==> config.mk <==
export PLATFORM = sky130hd
export DESIGN_NAME = lane_nav_top
export DESIGN_NICKNAME = d
export VERILOG_FILES = /design/src/lane_nav_pkg.sv /design/src/pixel_stream_if.sv /design/src/spi_byte_rx.sv /design/src/spi_byte_tx.sv /design/src/lane_score_engine.sv /design/src/lane_nav_ctrl.sv /design/src/lane_nav_top.sv
export VERILOG_INCLUDE_DIRS = /design/src /design/src/include
export SDC_FILE = /design/constraint.sdc
export NUM_CORES = 1
export LEC_CHECK = 0
export ABC_AREA = 1
export BUFFER_PORTS_ARGS = -buffer_cell sky130_fd_sc_hd__buf_4
export CORE_MARGIN = 3
export CORE_UTILIZATION = 64
export DETAILED_ROUTE_END_ITERATION = 8
export PLACE_DENSITY = 0.91
export SETUP_SLACK_MARGIN = 0.4
export SKIP_LAST_GASP = 1
export SLEW_MARGIN = 20
export SYNTH_ARGS = -nofsm -noshare
export SYNTH_HDL_FRONTEND = slang
export SYNTH_HIERARCHICAL = 1
export SYNTH_SLANG_ARGS = --single-unit
==> constraint.sdc <==
create_clock -name clk -period 3.8 [get_ports clk]
set_input_delay 0.38 -clock clk [delete_from_list [all_inputs] [get_ports clk]]
set_output_delay 0.38 -clock clk [all_outputs]
set_load 0.01 [all_outputs]
==> src/include/lane_nav_defines.svh <==
`ifndef LANE_NAV_DEFINES_SVH
`define LANE_NAV_DEFINES_SVH

// frame geometry, 32x32 grayscale
`define IMG_PIXELS 1024
`define IMG_WIDTH 32

// master sclk half period in clk cycles
`define SPI_HALF_PERIOD 4

// upper bits of the motor command byte
`define CMD_HEADER 5'b10101

// scores strictly above this turn right
`define LANE_THRESHOLD 1024

`endif

==> src/lane_nav_pkg.sv <==
package lane_nav_pkg;

    // frame sequencing in the controller
    typedef enum logic [2:0] {
        IDLE       = 3'd0,
        RECEIVING  = 3'd1,
        PROCESSING = 3'd2,
        SENDING    = 3'd3,
        DONE       = 3'd4
    } ctrl_state_t;

    // one-hot, low bits of the command byte
    typedef enum logic [2:0] {
        LEFT     = 3'b001,
        RIGHT    = 3'b010,
        STRAIGHT = 3'b100
    } motor_cmd_t;

    // right half sum minus left half sum
    typedef logic signed [47:0] lane_score_t;

endpackage

==> src/pixel_stream_if.sv <==
`timescale 1ns/1ps

interface pixel_stream_if;

    logic                      start;
    logic                      valid;
    logic [7:0]                data;
    logic                      score_valid;
    lane_nav_pkg::lane_score_t score;

    // no back-pressure, sink takes every valid
    modport source (
        output start, valid, data,
        input  score_valid, score
    );

    modport sink (
        input  start, valid, data,
        output score_valid, score
    );

endinterface

==> src/spi_byte_rx.sv <==
`timescale 1ns/1ps

module spi_byte_rx (
    input  logic       clk,
    input  logic       rst_n,
    input  logic       sclk,
    input  logic       ss,
    input  logic       mosi,
    output logic [7:0] rx_byte,
    output logic       rx_valid
);

    logic [2:0] sclk_sync;
    logic [2:0] ss_sync;
    logic [1:0] mosi_sync;
    logic       sclk_rise;
    logic       ss_fall;
    logic       sample;
    logic [2:0] bit_cnt;
    logic [7:0] shift_reg;

    // two stages into clk, the third only for edge detect
    always_ff @(posedge clk or negedge rst_n) begin
        if (!rst_n) begin
            sclk_sync <= 3'b000;
            ss_sync   <= 3'b111;
            mosi_sync <= 2'b00;
        end else begin
            sclk_sync <= {sclk_sync[1:0], sclk};
            ss_sync   <= {ss_sync[1:0], ss};
            mosi_sync <= {mosi_sync[0], mosi};
        end
    end

    assign sclk_rise = sclk_sync[1] & ~sclk_sync[2];
    assign ss_fall   = ~ss_sync[1] & ss_sync[2];
    // mosi_sync[1] lines up with sclk_sync[1]
    assign sample    = sclk_rise & ~ss_sync[1] & ~ss_fall;

    always_ff @(posedge clk or negedge rst_n) begin
        if (!rst_n) begin
            bit_cnt  <= 3'd0;
            rx_valid <= 1'b0;
        end else begin
            rx_valid <= 1'b0;
            if (ss_fall) begin
                bit_cnt <= 3'd0;
            end else if (sample) begin
                bit_cnt  <= bit_cnt + 3'd1;
                rx_valid <= (bit_cnt == 3'd7);
            end
        end
    end

    always_ff @(posedge clk) begin
        if (sample) begin
            shift_reg <= {shift_reg[6:0], mosi_sync[1]};
            if (bit_cnt == 3'd7) begin
                rx_byte <= {shift_reg[6:0], mosi_sync[1]};
            end
        end
    end

    // a byte needs eight sclk edges, so strobes are never adjacent
    assert property (@(posedge clk) disable iff (!rst_n) rx_valid |=> !rx_valid)
        else $error("spi_byte_rx: rx_valid high on consecutive cycles");

endmodule

==> src/spi_byte_tx.sv <==
`timescale 1ns/1ps
`include "lane_nav_defines.svh"

module spi_byte_tx (
    input  logic       clk,
    input  logic       rst_n,
    input  logic [7:0] tx_byte,
    input  logic       tx_start,
    output logic       tx_done,
    output logic       sclk,
    output logic       ss,
    output logic       mosi
);

    localparam int DIV_W = $clog2(`SPI_HALF_PERIOD + 1);

    logic [DIV_W-1:0] div_cnt;
    logic             half_tick;
    logic             phase;
    logic             busy;
    logic             run;
    logic [2:0]       bit_cnt;
    logic [7:0]       shift_reg;

    assign half_tick = (div_cnt == DIV_W'(`SPI_HALF_PERIOD - 1));

    // free-running phase, gated onto the pin only while running
    always_ff @(posedge clk or negedge rst_n) begin
        if (!rst_n) begin
            div_cnt <= '0;
            phase   <= 1'b0;
        end else if (half_tick) begin
            div_cnt <= '0;
            phase   <= ~phase;
        end else begin
            div_cnt <= div_cnt + 1'b1;
        end
    end

    always_ff @(posedge clk or negedge rst_n) begin
        if (!rst_n) begin
            busy      <= 1'b0;
            run       <= 1'b0;
            ss        <= 1'b1;
            tx_done   <= 1'b0;
            bit_cnt   <= 3'd0;
            shift_reg <= 8'h00;
        end else begin
            tx_done <= 1'b0;
            if (!busy) begin
                if (tx_start) begin
                    busy      <= 1'b1;
                    ss        <= 1'b0;
                    bit_cnt   <= 3'd0;
                    shift_reg <= tx_byte;
                end
            end else if (half_tick && phase) begin
                // phase about to fall
                if (!run) begin
                    // first low half gives msb its setup time
                    run <= 1'b1;
                end else begin
                    shift_reg <= {shift_reg[6:0], 1'b0};
                    bit_cnt   <= bit_cnt + 3'd1;
                    if (bit_cnt == 3'd7) begin
                        run     <= 1'b0;
                        busy    <= 1'b0;
                        ss      <= 1'b1;
                        tx_done <= 1'b1;
                    end
                end
            end
        end
    end

    assign sclk = run & phase;
    assign mosi = shift_reg[7];

    assert property (@(posedge clk) disable iff (!rst_n) $fell(ss) |-> !ss until tx_done)
        else $error("spi_byte_tx: ss released before the byte finished");

endmodule

==> src/lane_score_engine.sv <==
`timescale 1ns/1ps
`include "lane_nav_defines.svh"

module lane_score_engine (
    input logic          clk,
    input logic          rst_n,
    pixel_stream_if.sink pix
);

    localparam int IDX_W    = $clog2(`IMG_PIXELS + 1);
    localparam int HALF_COL = `IMG_WIDTH / 2;
    localparam int SCORE_W  = $bits(lane_nav_pkg::lane_score_t);

    logic [IDX_W-1:0]          idx;
    logic [IDX_W-1:0]          pix_pos;
    logic                      right_col;
    lane_nav_pkg::lane_score_t pix_ext;
    lane_nav_pkg::lane_score_t acc;
    lane_nav_pkg::lane_score_t acc_base;
    lane_nav_pkg::lane_score_t acc_next;

    // start pixel is always pixel 0
    assign pix_pos   = pix.start ? '0 : idx;
    assign right_col = (pix_pos % IDX_W'(`IMG_WIDTH)) >= IDX_W'(HALF_COL);
    assign pix_ext   = {{(SCORE_W - 8){1'b0}}, pix.data};
    assign acc_base  = pix.start ? '0 : acc;
    assign acc_next  = right_col ? acc_base + pix_ext : acc_base - pix_ext;

    // idx parks at the frame limit until the next start
    always_ff @(posedge clk or negedge rst_n) begin
        if (!rst_n) begin
            idx             <= IDX_W'(`IMG_PIXELS);
            pix.score_valid <= 1'b0;
        end else begin
            pix.score_valid <= pix.valid && (pix_pos == IDX_W'(`IMG_PIXELS - 1));
            if (pix.valid) begin
                idx <= pix_pos + 1'b1;
            end
        end
    end

    always_ff @(posedge clk) begin
        if (pix.valid) begin
            acc <= acc_next;
        end
    end

    // holds its value from the score_valid cycle until the next start
    assign pix.score = acc;

    assert property (@(posedge clk) disable iff (!rst_n)
        (pix.valid && !pix.start) |-> (idx != IDX_W'(`IMG_PIXELS)))
        else $error("lane_score_engine: pixel beyond frame without start");

endmodule

==> src/lane_nav_ctrl.sv <==
`timescale 1ns/1ps
`include "lane_nav_defines.svh"

module lane_nav_ctrl (
    input  logic           clk,
    input  logic           rst_n,
    input  logic [7:0]     rx_byte,
    input  logic           rx_valid,
    input  logic           test_mode,
    input  logic           test_pixel_valid,
    input  logic [7:0]     test_pixel_data,
    pixel_stream_if.source pix,
    output logic [7:0]     tx_byte,
    output logic           tx_start,
    input  logic           tx_done,
    output logic [3:0]     status_led
);

    localparam int CNT_W = $clog2(`IMG_PIXELS);

    lane_nav_pkg::ctrl_state_t state;
    lane_nav_pkg::ctrl_state_t state_next;
    lane_nav_pkg::motor_cmd_t  cmd;
    lane_nav_pkg::motor_cmd_t  cmd_next;
    logic [CNT_W-1:0]          pix_cnt;
    logic                      in_valid;
    logic [7:0]                in_byte;
    logic                      accept;
    logic                      last_pix;

    // test port replaces spi while test_mode is high
    assign in_valid = test_mode ? test_pixel_valid : rx_valid;
    assign in_byte  = test_mode ? test_pixel_data : rx_byte;

    // bytes outside idle/receiving are dropped
    assign accept   = in_valid &&
                      (state == lane_nav_pkg::IDLE || state == lane_nav_pkg::RECEIVING);
    assign last_pix = in_valid && (state == lane_nav_pkg::RECEIVING) &&
                      (pix_cnt == CNT_W'(`IMG_PIXELS - 1));

    always_comb begin
        state_next = state;
        case (state)
            lane_nav_pkg::IDLE: begin
                if (in_valid) begin
                    state_next = lane_nav_pkg::RECEIVING;
                end
            end
            lane_nav_pkg::RECEIVING: begin
                if (last_pix) begin
                    state_next = lane_nav_pkg::PROCESSING;
                end
            end
            lane_nav_pkg::PROCESSING: begin
                if (pix.score_valid) begin
                    state_next = lane_nav_pkg::SENDING;
                end
            end
            lane_nav_pkg::SENDING: begin
                if (tx_done) begin
                    state_next = lane_nav_pkg::DONE;
                end
            end
            default: begin
                state_next = lane_nav_pkg::IDLE;
            end
        endcase
    end

    // negative goes left, only strictly above threshold goes right
    always_comb begin
        if (pix.score < 0) begin
            cmd_next = lane_nav_pkg::LEFT;
        end else if (pix.score > lane_nav_pkg::lane_score_t'(`LANE_THRESHOLD)) begin
            cmd_next = lane_nav_pkg::RIGHT;
        end else begin
            cmd_next = lane_nav_pkg::STRAIGHT;
        end
    end

    always_ff @(posedge clk or negedge rst_n) begin
        if (!rst_n) begin
            state     <= lane_nav_pkg::IDLE;
            pix_cnt   <= '0;
            pix.start <= 1'b0;
            pix.valid <= 1'b0;
            cmd       <= lane_nav_pkg::STRAIGHT;
            tx_start  <= 1'b0;
        end else begin
            state     <= state_next;
            pix.valid <= accept;
            pix.start <= accept && (state == lane_nav_pkg::IDLE);
            // one pulse, lands in the first SENDING cycle
            tx_start  <= (state == lane_nav_pkg::PROCESSING) && pix.score_valid;
            if (accept) begin
                pix_cnt <= (state == lane_nav_pkg::IDLE) ? CNT_W'(1) : pix_cnt + 1'b1;
            end
            if ((state == lane_nav_pkg::PROCESSING) && pix.score_valid) begin
                cmd <= cmd_next;
            end
        end
    end

    always_ff @(posedge clk) begin
        if (accept) begin
            pix.data <= in_byte;
        end
    end

    assign tx_byte = {`CMD_HEADER, cmd};

    always_comb begin
        case (state)
            lane_nav_pkg::IDLE:       status_led = 4'b0001;
            lane_nav_pkg::RECEIVING:  status_led = 4'b0010;
            lane_nav_pkg::PROCESSING: status_led = 4'b0100;
            lane_nav_pkg::SENDING:    status_led = 4'b1000;
            lane_nav_pkg::DONE:       status_led = 4'b1111;
            default:                  status_led = 4'b0000;
        endcase
    end

    assert property (@(posedge clk) disable iff (!rst_n)
        tx_start |-> (state == lane_nav_pkg::SENDING))
        else $error("lane_nav_ctrl: tx_start outside SENDING");

endmodule

==> src/lane_nav_top.sv <==
`timescale 1ns/1ps

module lane_nav_top (
    input  logic       clk,
    input  logic       rst_n,
    input  logic       spi_slave_sclk,
    input  logic       spi_slave_mosi,
    input  logic       spi_slave_ss,
    output logic       spi_master_sclk,
    output logic       spi_master_mosi,
    output logic       spi_master_ss,
    output logic [3:0] status_led,
    input  logic       test_mode,
    input  logic       test_pixel_valid,
    input  logic [7:0] test_pixel_data
);

    logic [7:0] rx_byte;
    logic       rx_valid;
    logic [7:0] tx_byte;
    logic       tx_start;
    logic       tx_done;

    pixel_stream_if pix_if ();

    // image bytes from the host
    spi_byte_rx i_spi_byte_rx (
        .clk      (clk),
        .rst_n    (rst_n),
        .sclk     (spi_slave_sclk),
        .ss       (spi_slave_ss),
        .mosi     (spi_slave_mosi),
        .rx_byte  (rx_byte),
        .rx_valid (rx_valid)
    );

    lane_nav_ctrl i_lane_nav_ctrl (
        .clk              (clk),
        .rst_n            (rst_n),
        .rx_byte          (rx_byte),
        .rx_valid         (rx_valid),
        .test_mode        (test_mode),
        .test_pixel_valid (test_pixel_valid),
        .test_pixel_data  (test_pixel_data),
        .pix              (pix_if.source),
        .tx_byte          (tx_byte),
        .tx_start         (tx_start),
        .tx_done          (tx_done),
        .status_led       (status_led)
    );

    lane_score_engine i_lane_score_engine (
        .clk   (clk),
        .rst_n (rst_n),
        .pix   (pix_if.sink)
    );

    // command byte to the motor board
    spi_byte_tx i_spi_byte_tx (
        .clk      (clk),
        .rst_n    (rst_n),
        .tx_byte  (tx_byte),
        .tx_start (tx_start),
        .tx_done  (tx_done),
        .sclk     (spi_master_sclk),
        .ss       (spi_master_ss),
        .mosi     (spi_master_mosi)
    );

endmodule

==> impl_metrics.csv, run 1 <==
group,metric,value,unit
run_status,outcome,"completed",
layout,seqCellArea,3696,µm²
synthesis,synth_top_family_by_area,"simple AND/OR/NAND/NOR gates",
worst_setup_path,worstPathArrival,3.49,ns
timing,fin_skew,0.009722,ns
synthesis,syn_area,9657,µm²
layout,fillers,1102,
worst_setup_path,required,3.98,ns
flow_run,maxCapViolations,0,
place,hpwl,18.00,mm
timing,report.final.slew_viol_count,0,
clocking,clockBufferDepth,2,
timing,fin_crit,3.306,ns
synthesis,yosys_register_bits,133,
floorplan,rows,44,
layout,nets,1399,
floorplan,start_util,65.94,%
worst_setup_path,cpMaxStageDelayCell,"edfxtp_1",
detailed_routing,routed_via_density,5.688,
clocking,clkTransAtPathRegs,0.06,ns
floorplan,pin_count,22,
clocking,cts_root_buf,"clkbuf_16",
detailed_routing,antenna_left,0,
layout,largest_reg_flops,48,
timing,period_share,87.01,%
synthesis,synthFlopType,"edfxtp_1",
synthesis,yosys.cell_types.count,52,
clocking,cts_tree,"yes",
floorplan,fp.coreArea,14640,µm²
detailed_routing,vias,8759,
layout,n_antenna_cell,0,
global_routing,grt_pass1_vias,8432,
layout,drive_above_1_share,13.94,%
worst_setup_path,critPathMostFrequentCell,"nand2_1",
timing,worst_pin_slew,0.7634,ns
synthesis,synth.mux.area_fraction,0.9329,%
worst_setup_path,crit_path_start_kind,"flop",
clocking,clock_latency,0.43,ns
synthesis,synth-adder-area-share,5.390,%
synthesis,synthSimpleGateAreaFrac,35.36,%
place,place.gp.congestion,0.9825,
detailed_routing,remaining_drc_errors,0,
synthesis,syn_avg_cell_area,7.360,µm²
worst_setup_path,critPathKind,"flop to flop",
global_routing,grt_util_all_layers,31.01,%
floorplan,fp.dieH,128.8,µm
layout,final_cell_mix,"nand2_1 (384), inv_1 (183), nor2_1 (166)",
min_path,hp-class,"input port to asynchronous set/reset pin",
place,io_buffers,21,
worst_setup_path,path_cells,"nor2_1 -> nand2_1 -> nor2_2 -> inv_1 -> nor2_1 -> ha_1 -> nand2_1 -> o21ai_0 -> ha_1 -> nand2_1 -> inv_1 -> a21oi_1 -> nand2_2 -> nand2_2 -> nand2_2 -> nand2_1 -> nand2_2 -> nand2_1 -> nand3_2 -> nand2_2 -> nand2_1 -> nand2_1 -> nand2_1",
pwr,powerDensity,304.9,nW/µm²
synthesis,syn-instance-count,1312,
detailed_routing,wirelength,25.52,mm
global_routing,grt-ovfl-total,0,
layout,postLayoutCellArea,10590,µm²
worst_setup_path,slowest_delay,0.40,ns
clocking,htreeDepth,4,
pwr,max-vdd-ir-drop,365.2,µV
synthesis,yosys.area_share.xor_xnor,4.068,%
clocking,cts_made_buffers,17,
detailed_routing,firstDrtPassIters,6,
clocking,clock_sinks,133,
worst_setup_path,regToRegStartpoint,"i_lane_nav_ctrl/pix.data[1]",
global_routing,grt_start_max_net_pins,63,
synthesis,synth_compound_area_share,6.310,%
clocking,postCtsHoldBufs,0,
synthesis,ys_seq_area_share,38.22,%
timing,final_hold_viol_count,0,
synthesis,yosysWarnings,6,
place,placed_area,9932,µm²
detailed_routing,wl_per_cell,16.57,µm
pwr,p_leak,5.348,nW
timing,report.final.setup_viol,0,
timing,rsz0062_at_grt,"yes",
worst_setup_path,crit_fanout,4,
synthesis,async_flop_share,46.62,%
timing,final.setup.tns,0,ns
layout,multi_input_area,5080,µm²
place,dp_slack,0.4150,ns
worst_setup_path,end_kind,"flop",
global_routing,antenna_found_initial,0,
timing,timing.hold.ws,0.004308,ns
timing,maxClockFrequency,302.4,MHz
worst_setup_path,cp-startpoint,"i_lane_nav_ctrl/pix.data[1]",
timing,fin_ws,0.4935,ns
layout,area_growth,9.692,%
floorplan,fp.dieArea,16600,µm²
synthesis,synth_edf_count,71,
floorplan,chipWidth,128.8,µm
layout,final_common_cell,"nand2_1",
detailed_routing,initialDrtViolationCount,897,
global_routing,grt_pass1_wl,40.34,mm
timing,slew_headroom,49.11,%
-- metrics by stage --
stage                     power, W  util (%)  cells
final                     0.003230     72.33   1540
after global routing      0.003316     72.33   1540
after CTS                 0.003250     71.83   1535
after global placement    0.001607     67.82   1503
after detailed placement  0.001610     67.82   1503
after floorplan           0.001584         -   1315
-- timing repair --
action	4_1_cts	5_1_grt
resized for setup	0	12
setup endpoints to repair	0	23
hold endpoints to repair	0	0
setup buffers	0	5
-- kinds of logic after synthesis --
family / after synthesis
AO/OA/AOI/OAI: 102
XOR/XNOR: 44
adder cells (fa/ha/maj): 41
buffers and inverters: 227
flip-flops: 133
multiplexers: 8
other: 2
AND/OR/NAND/NOR: 755
-- cells in the mapped netlist, types with 2 or more instances --
cell type	instances	share of area, %
nor3_1	14	0.73
a21oi_1	40	2.1
buf_6	3	0.35
nand3b_1	7	0.54
nor2_4	8	0.93
o21ai_0	25	1.3
edfxtp_1	71	22
dfrtp_1	56	15
inv_1	183	7.1
o21a_1	3	0.23
nand2_1	389	15
mux2_2	8	0.93
o21ai_1	10	0.52
nand2_4	13	1.5
clkbuf_1	3	0.12
nand3_1	74	3.8
ha_1	40	5.2
conb_1	2	0.078
a21o_1	3	0.23
and2_1	5	0.32
o21ai_4	3	0.51
inv_2	22	0.86
xnor2_1	15	1.4
nand2_2	19	1.2
dfstp_2	6	1.6
o21bai_1	8	0.62
nand4_1	24	1.6
nand3_2	14	1.5
xor2_1	28	2.5
buf_4	8	0.62
buf_2	4	0.21
nor2_1	166	6.5
a31oi_1	4	0.26
nor2_2	16	1.0
-- worst paths after layout --
kind                                                     end  slack (ns)  cells past startpoint
hold / removal                           i_spi_byte_tx/phase       0.004                      1
max in group asynchronous          i_lane_nav_ctrl/pix.start        3.19                      1
hold reg to reg                     i_spi_byte_rx/ss_sync[1]        0.36                      0
min in group clk                  i_spi_byte_rx/mosi_sync[0]        0.06                      1
setup / recovery           i_lane_score_engine/pix.score[46]        0.49                     23
setup reg to reg           i_lane_score_engine/pix.score[46]        0.49                     23
-- power by group --
part / internal, W / switching, W / leakage [nW]
sequential: 0.00152 / 0.00000764 / 1.41
clock: 0.000929 / 0.000717 / 0.280
combinational: 0.0000201 / 0.0000342 / 3.66
-- routing by layer --
metal  track usage (%)  part of all wire [%]  vias to the layer above
met1             37.55                    40                     4030
li1                  -                     -                     4214
met5                 0                     0                        -
met4             15.81                   4.6                        0
met3             6.144                   7.4                      106
met2             52.59                    48                      409
-- cell type report --
type	count	share of cell area, %
clock buffer	17	4.016
clock inverter	15	1.524
multi-input combinational	955	47.96
tap	184	2.173
timing repair buffer	29	2.055
sequential	133	34.89
inverter	207	7.382
-- critical path, delay by kind of cell (launching register included) --
family,cells,cell delay [ns]
buf+inv,2,0.14
flops,1,0.40
compound gates,2,0.33
simple gates,17,1.60
fa+ha+maj,2,0.59
No activity file was read; power rests on OpenSTA's default activity.
==> run 2, diff against run 1 <==
- ABC_AREA: 1 -> unset
==> impl_metrics.csv, run 2 <==
group,metric,value,unit
worst_setup_path,crit_path_start_kind,"flop",
timing,slew_headroom,41.01,%
synthesis,yosysTopAreaCell,"edfxtp_1",
worst_setup_path,rrSetupSlack,-0.23,ns
detailed_routing,antenna_left,0,
synthesis,synthFlopType,"edfxtp_1",
worst_setup_path,critPathMostFrequentCell,"nand3_1",
layout,postLayoutCellArea,10840,µm²
synthesis,yosys_register_bits,133,
synthesis,ys_seq_area_share,40.41,%
worst_setup_path,worstPathArrival,4.20,ns
floorplan,pin_count,22,
layout,n_antenna_cell,0,
synthesis,synth_area_leaders,"edfxtp_1 (23%), dfrtp_1 (15%), ha_1 (5.5%)",
synthesis,synth_edf_count,71,
synthesis,syn_area,9134,µm²
worst_setup_path,cpMaxStageDelayCell,"or4_4",
flow_run,maxCapViolations,0,
run_status,violations,"setup timing",
timing,worst_pin_slew,0.8849,ns
floorplan,fp.dieArea,15740,µm²
pwr,p_leak,4.289,nW
floorplan,fp.dieH,125.5,µm
synthesis,yosysWarnings,6,
worst_setup_path,regToRegStartpoint,"i_lane_nav_ctrl/pix.data[1]",
run_status,outcome,"finished, violations left",
floorplan,rows,43,
timing,fin_crit,4.027,ns
timing,timing.hold.ws,0.01975,ns
place,placed_area,9854,µm²
worst_setup_path,slowest_delay,0.58,ns
place,place.gp.congestion,1.029,
clocking,cts_made_buffers,17,
floorplan,fp.coreArea,13930,µm²
global_routing,grt_start_max_net_pins,63,
detailed_routing,routed_via_density,6.827,
worst_setup_path,path_cells,"or4_4 -> o21ai_4 -> buf_6 -> inv_1 -> ha_1 -> nand3_1 -> nor4_2 -> a21boi_4 -> o2111ai_2 -> o211ai_1 -> buf_4 -> nand3_1 -> nand3_1 -> xnor2_1",
global_routing,grt_util_met2,52.05,%
synthesis,yosys.cell_types.count,98,
synthesis,synth_top_area_share,23.34,%
min_path,hp-class,"input port to asynchronous set/reset pin",
worst_setup_path,critPathKind,"flop to flop",
layout,nets,1082,
floorplan,start_util,65.55,%
worst_setup_path,required,3.98,ns
synthesis,yosysMostFrequentCell,"edfxtp_1",
worst_setup_path,reg2reg_depth,14,
global_routing,antenna_found_initial,0,
detailed_routing,firstDrtPassIters,6,
timing,maxClockFrequency,248.3,MHz
layout,final_common_cell,"buf_4",
worst_setup_path,path_buf_inv,3,
place,hpwl,16.80,mm
layout,drive_above_1_share,23.20,%
worst_setup_path,cpLargestDelayFamily,"simple AND/OR/NAND/NOR gates",
layout,area_growth,18.67,%
global_routing,top_usage_layer,"met2",
place,io_buffers,21,
timing,report.final.setup_viol,16,
detailed_routing,vias,8322,
timing,report.final.slew_viol_count,0,
detailed_routing,initialDrtViolationCount,1072,
clocking,clkTransAtPathRegs,0.07,ns
global_routing,grt_pass1_vias,8080,
worst_setup_path,crit_fanout,4,
global_routing,grt_pass1_wl,40.30,mm
timing,fin_skew,0.01136,ns
timing,final_hold_viol_count,0,
clocking,cts_root_buf,"clkbuf_16",
timing,fin_ws,-0.2266,ns
detailed_routing,wl_per_cell,21.29,µm
synthesis,syn_avg_cell_area,9.534,µm²
detailed_routing,wirelength,25.95,mm
global_routing,grt-ovfl-total,0,
clocking,clockBufferDepth,2,
global_routing,grt_util_all_layers,31.51,%
synthesis,yosys-top-cells-count,"edfxtp_1 (71), a21oi_1 (68), nand2_1 (68)",
synthesis,async_flop_share,46.62,%
synthesis,syn-instance-count,958,
clocking,clock_latency,0.43,ns
clocking,htreeDepth,4,
global_routing,grtUsageMet3,6.963,%
layout,final_cell_mix,"buf_4 (91), edfxtp_1 (71), nand2_1 (67)",
pwr,max-vdd-ir-drop,298.1,µV
floorplan,chipWidth,125.5,µm
global_routing,global_route.usage.met1,39.60,%
pwr,total_power,0.003185,W
worst_setup_path,path_depth,14,
pwr,powerDensity,293.9,nW/µm²
worst_setup_path,r2r_end,"i_lane_score_engine/pix.score[40]",
timing,rsz0062_at_grt,"yes",
clocking,clock_sinks,133,
layout,largest_reg_flops,48,
clocking,cts_tree,"yes",
detailed_routing,remaining_drc_errors,0,
worst_setup_path,end_kind,"flop",
timing,period_share,106.0,%
==> run 2: cell count changes in the layout (fill, tap and decap cells not counted), moves of 34 or more <==
cell	previous run	this run
nor2_1	166	51
xnor2_1	15	49
inv_1	183	30
nand3_1	74	37
buf_4	29	91
nand2_1	384	67
nor2b_1	1	54
==> run 2: worst max-delay path by stage <==
stage / from / end / slack, ns
after floorplan: i_lane_nav_ctrl/pix.data[0] / i_lane_score_engine/pix.score[41] / -0.22
after global placement: i_lane_nav_ctrl/pix.data[3] / i_lane_score_engine/pix.score[41] / 0.03
after detailed placement: i_lane_nav_ctrl/pix.data[1] / i_lane_score_engine/pix.score[41] / -0.1
after CTS: i_lane_nav_ctrl/pix.data[1] / i_lane_score_engine/pix.score[45] / -0.08
after global routing: i_lane_nav_ctrl/pix.data[1] / i_lane_score_engine/pix.score[32] / -0.33
final: i_lane_nav_ctrl/pix.data[1] / i_lane_score_engine/pix.score[40] / -0.23
==> run 2: timing repair <==
item	CTS	global route
hold endpoints to repair	0	0
pin swaps	13	19
hold buffers	0	0
buffers inserted	15	10
setup endpoints to repair	28	35
resized for setup	21	38
==> run 2: cell families after synthesis <==
group | synth area share (%)
AND/OR/NAND/NOR | 20.63
AO/OA/AOI/OAI | 19.16
flip-flops | 40.41
buffers and inverters | 4.438
XOR/XNOR | 6.616
adder cells (fa/ha/maj) | 6.822
multiplexers | 1.836
other | 0.08222
==> run 2: layout make-up <==
type / count / area, µm²
clock buffer: 18 / 429.2
sequential: 133 / 3694
tap: 180 / 225.2
timing repair buffer: 100 / 802.0
fill: 786 / 3095
clock inverter: 14 / 127.6
multi-input combinational: 738 / 5421
inverter: 36 / 140.1
==> run 2: per-stage QoR <==
step	setup TNS, ns	cells	util (%)	setup WS, ns
floorplan	-0.4575	961	-	-0.2157
global placement	0	1162	70.72	0.02852
detailed placement	-0.4177	1162	70.72	-0.09604
CTS	-0.4019	1209	76.13	-0.08442
global route	-3.623	1219	77.79	-0.3307
finish	-2.244	1219	77.79	-0.2266
==> run 2: power by group <==
part | switching (W) | internal (W)
combinational | 0.0000313 | 0.0000285
clock | 0.000678 | 0.000905
sequential | 0.0000148 | 0.00153
==> run 2: per-layer routing <==
metal	up-vias	share of wire, %	wire length, µm
met5	-	0	0
met4	0	5.2	1358
met3	145	8.8	2293
met2	582	49	12650
met1	3939	37	9643
li1	3656	-	-
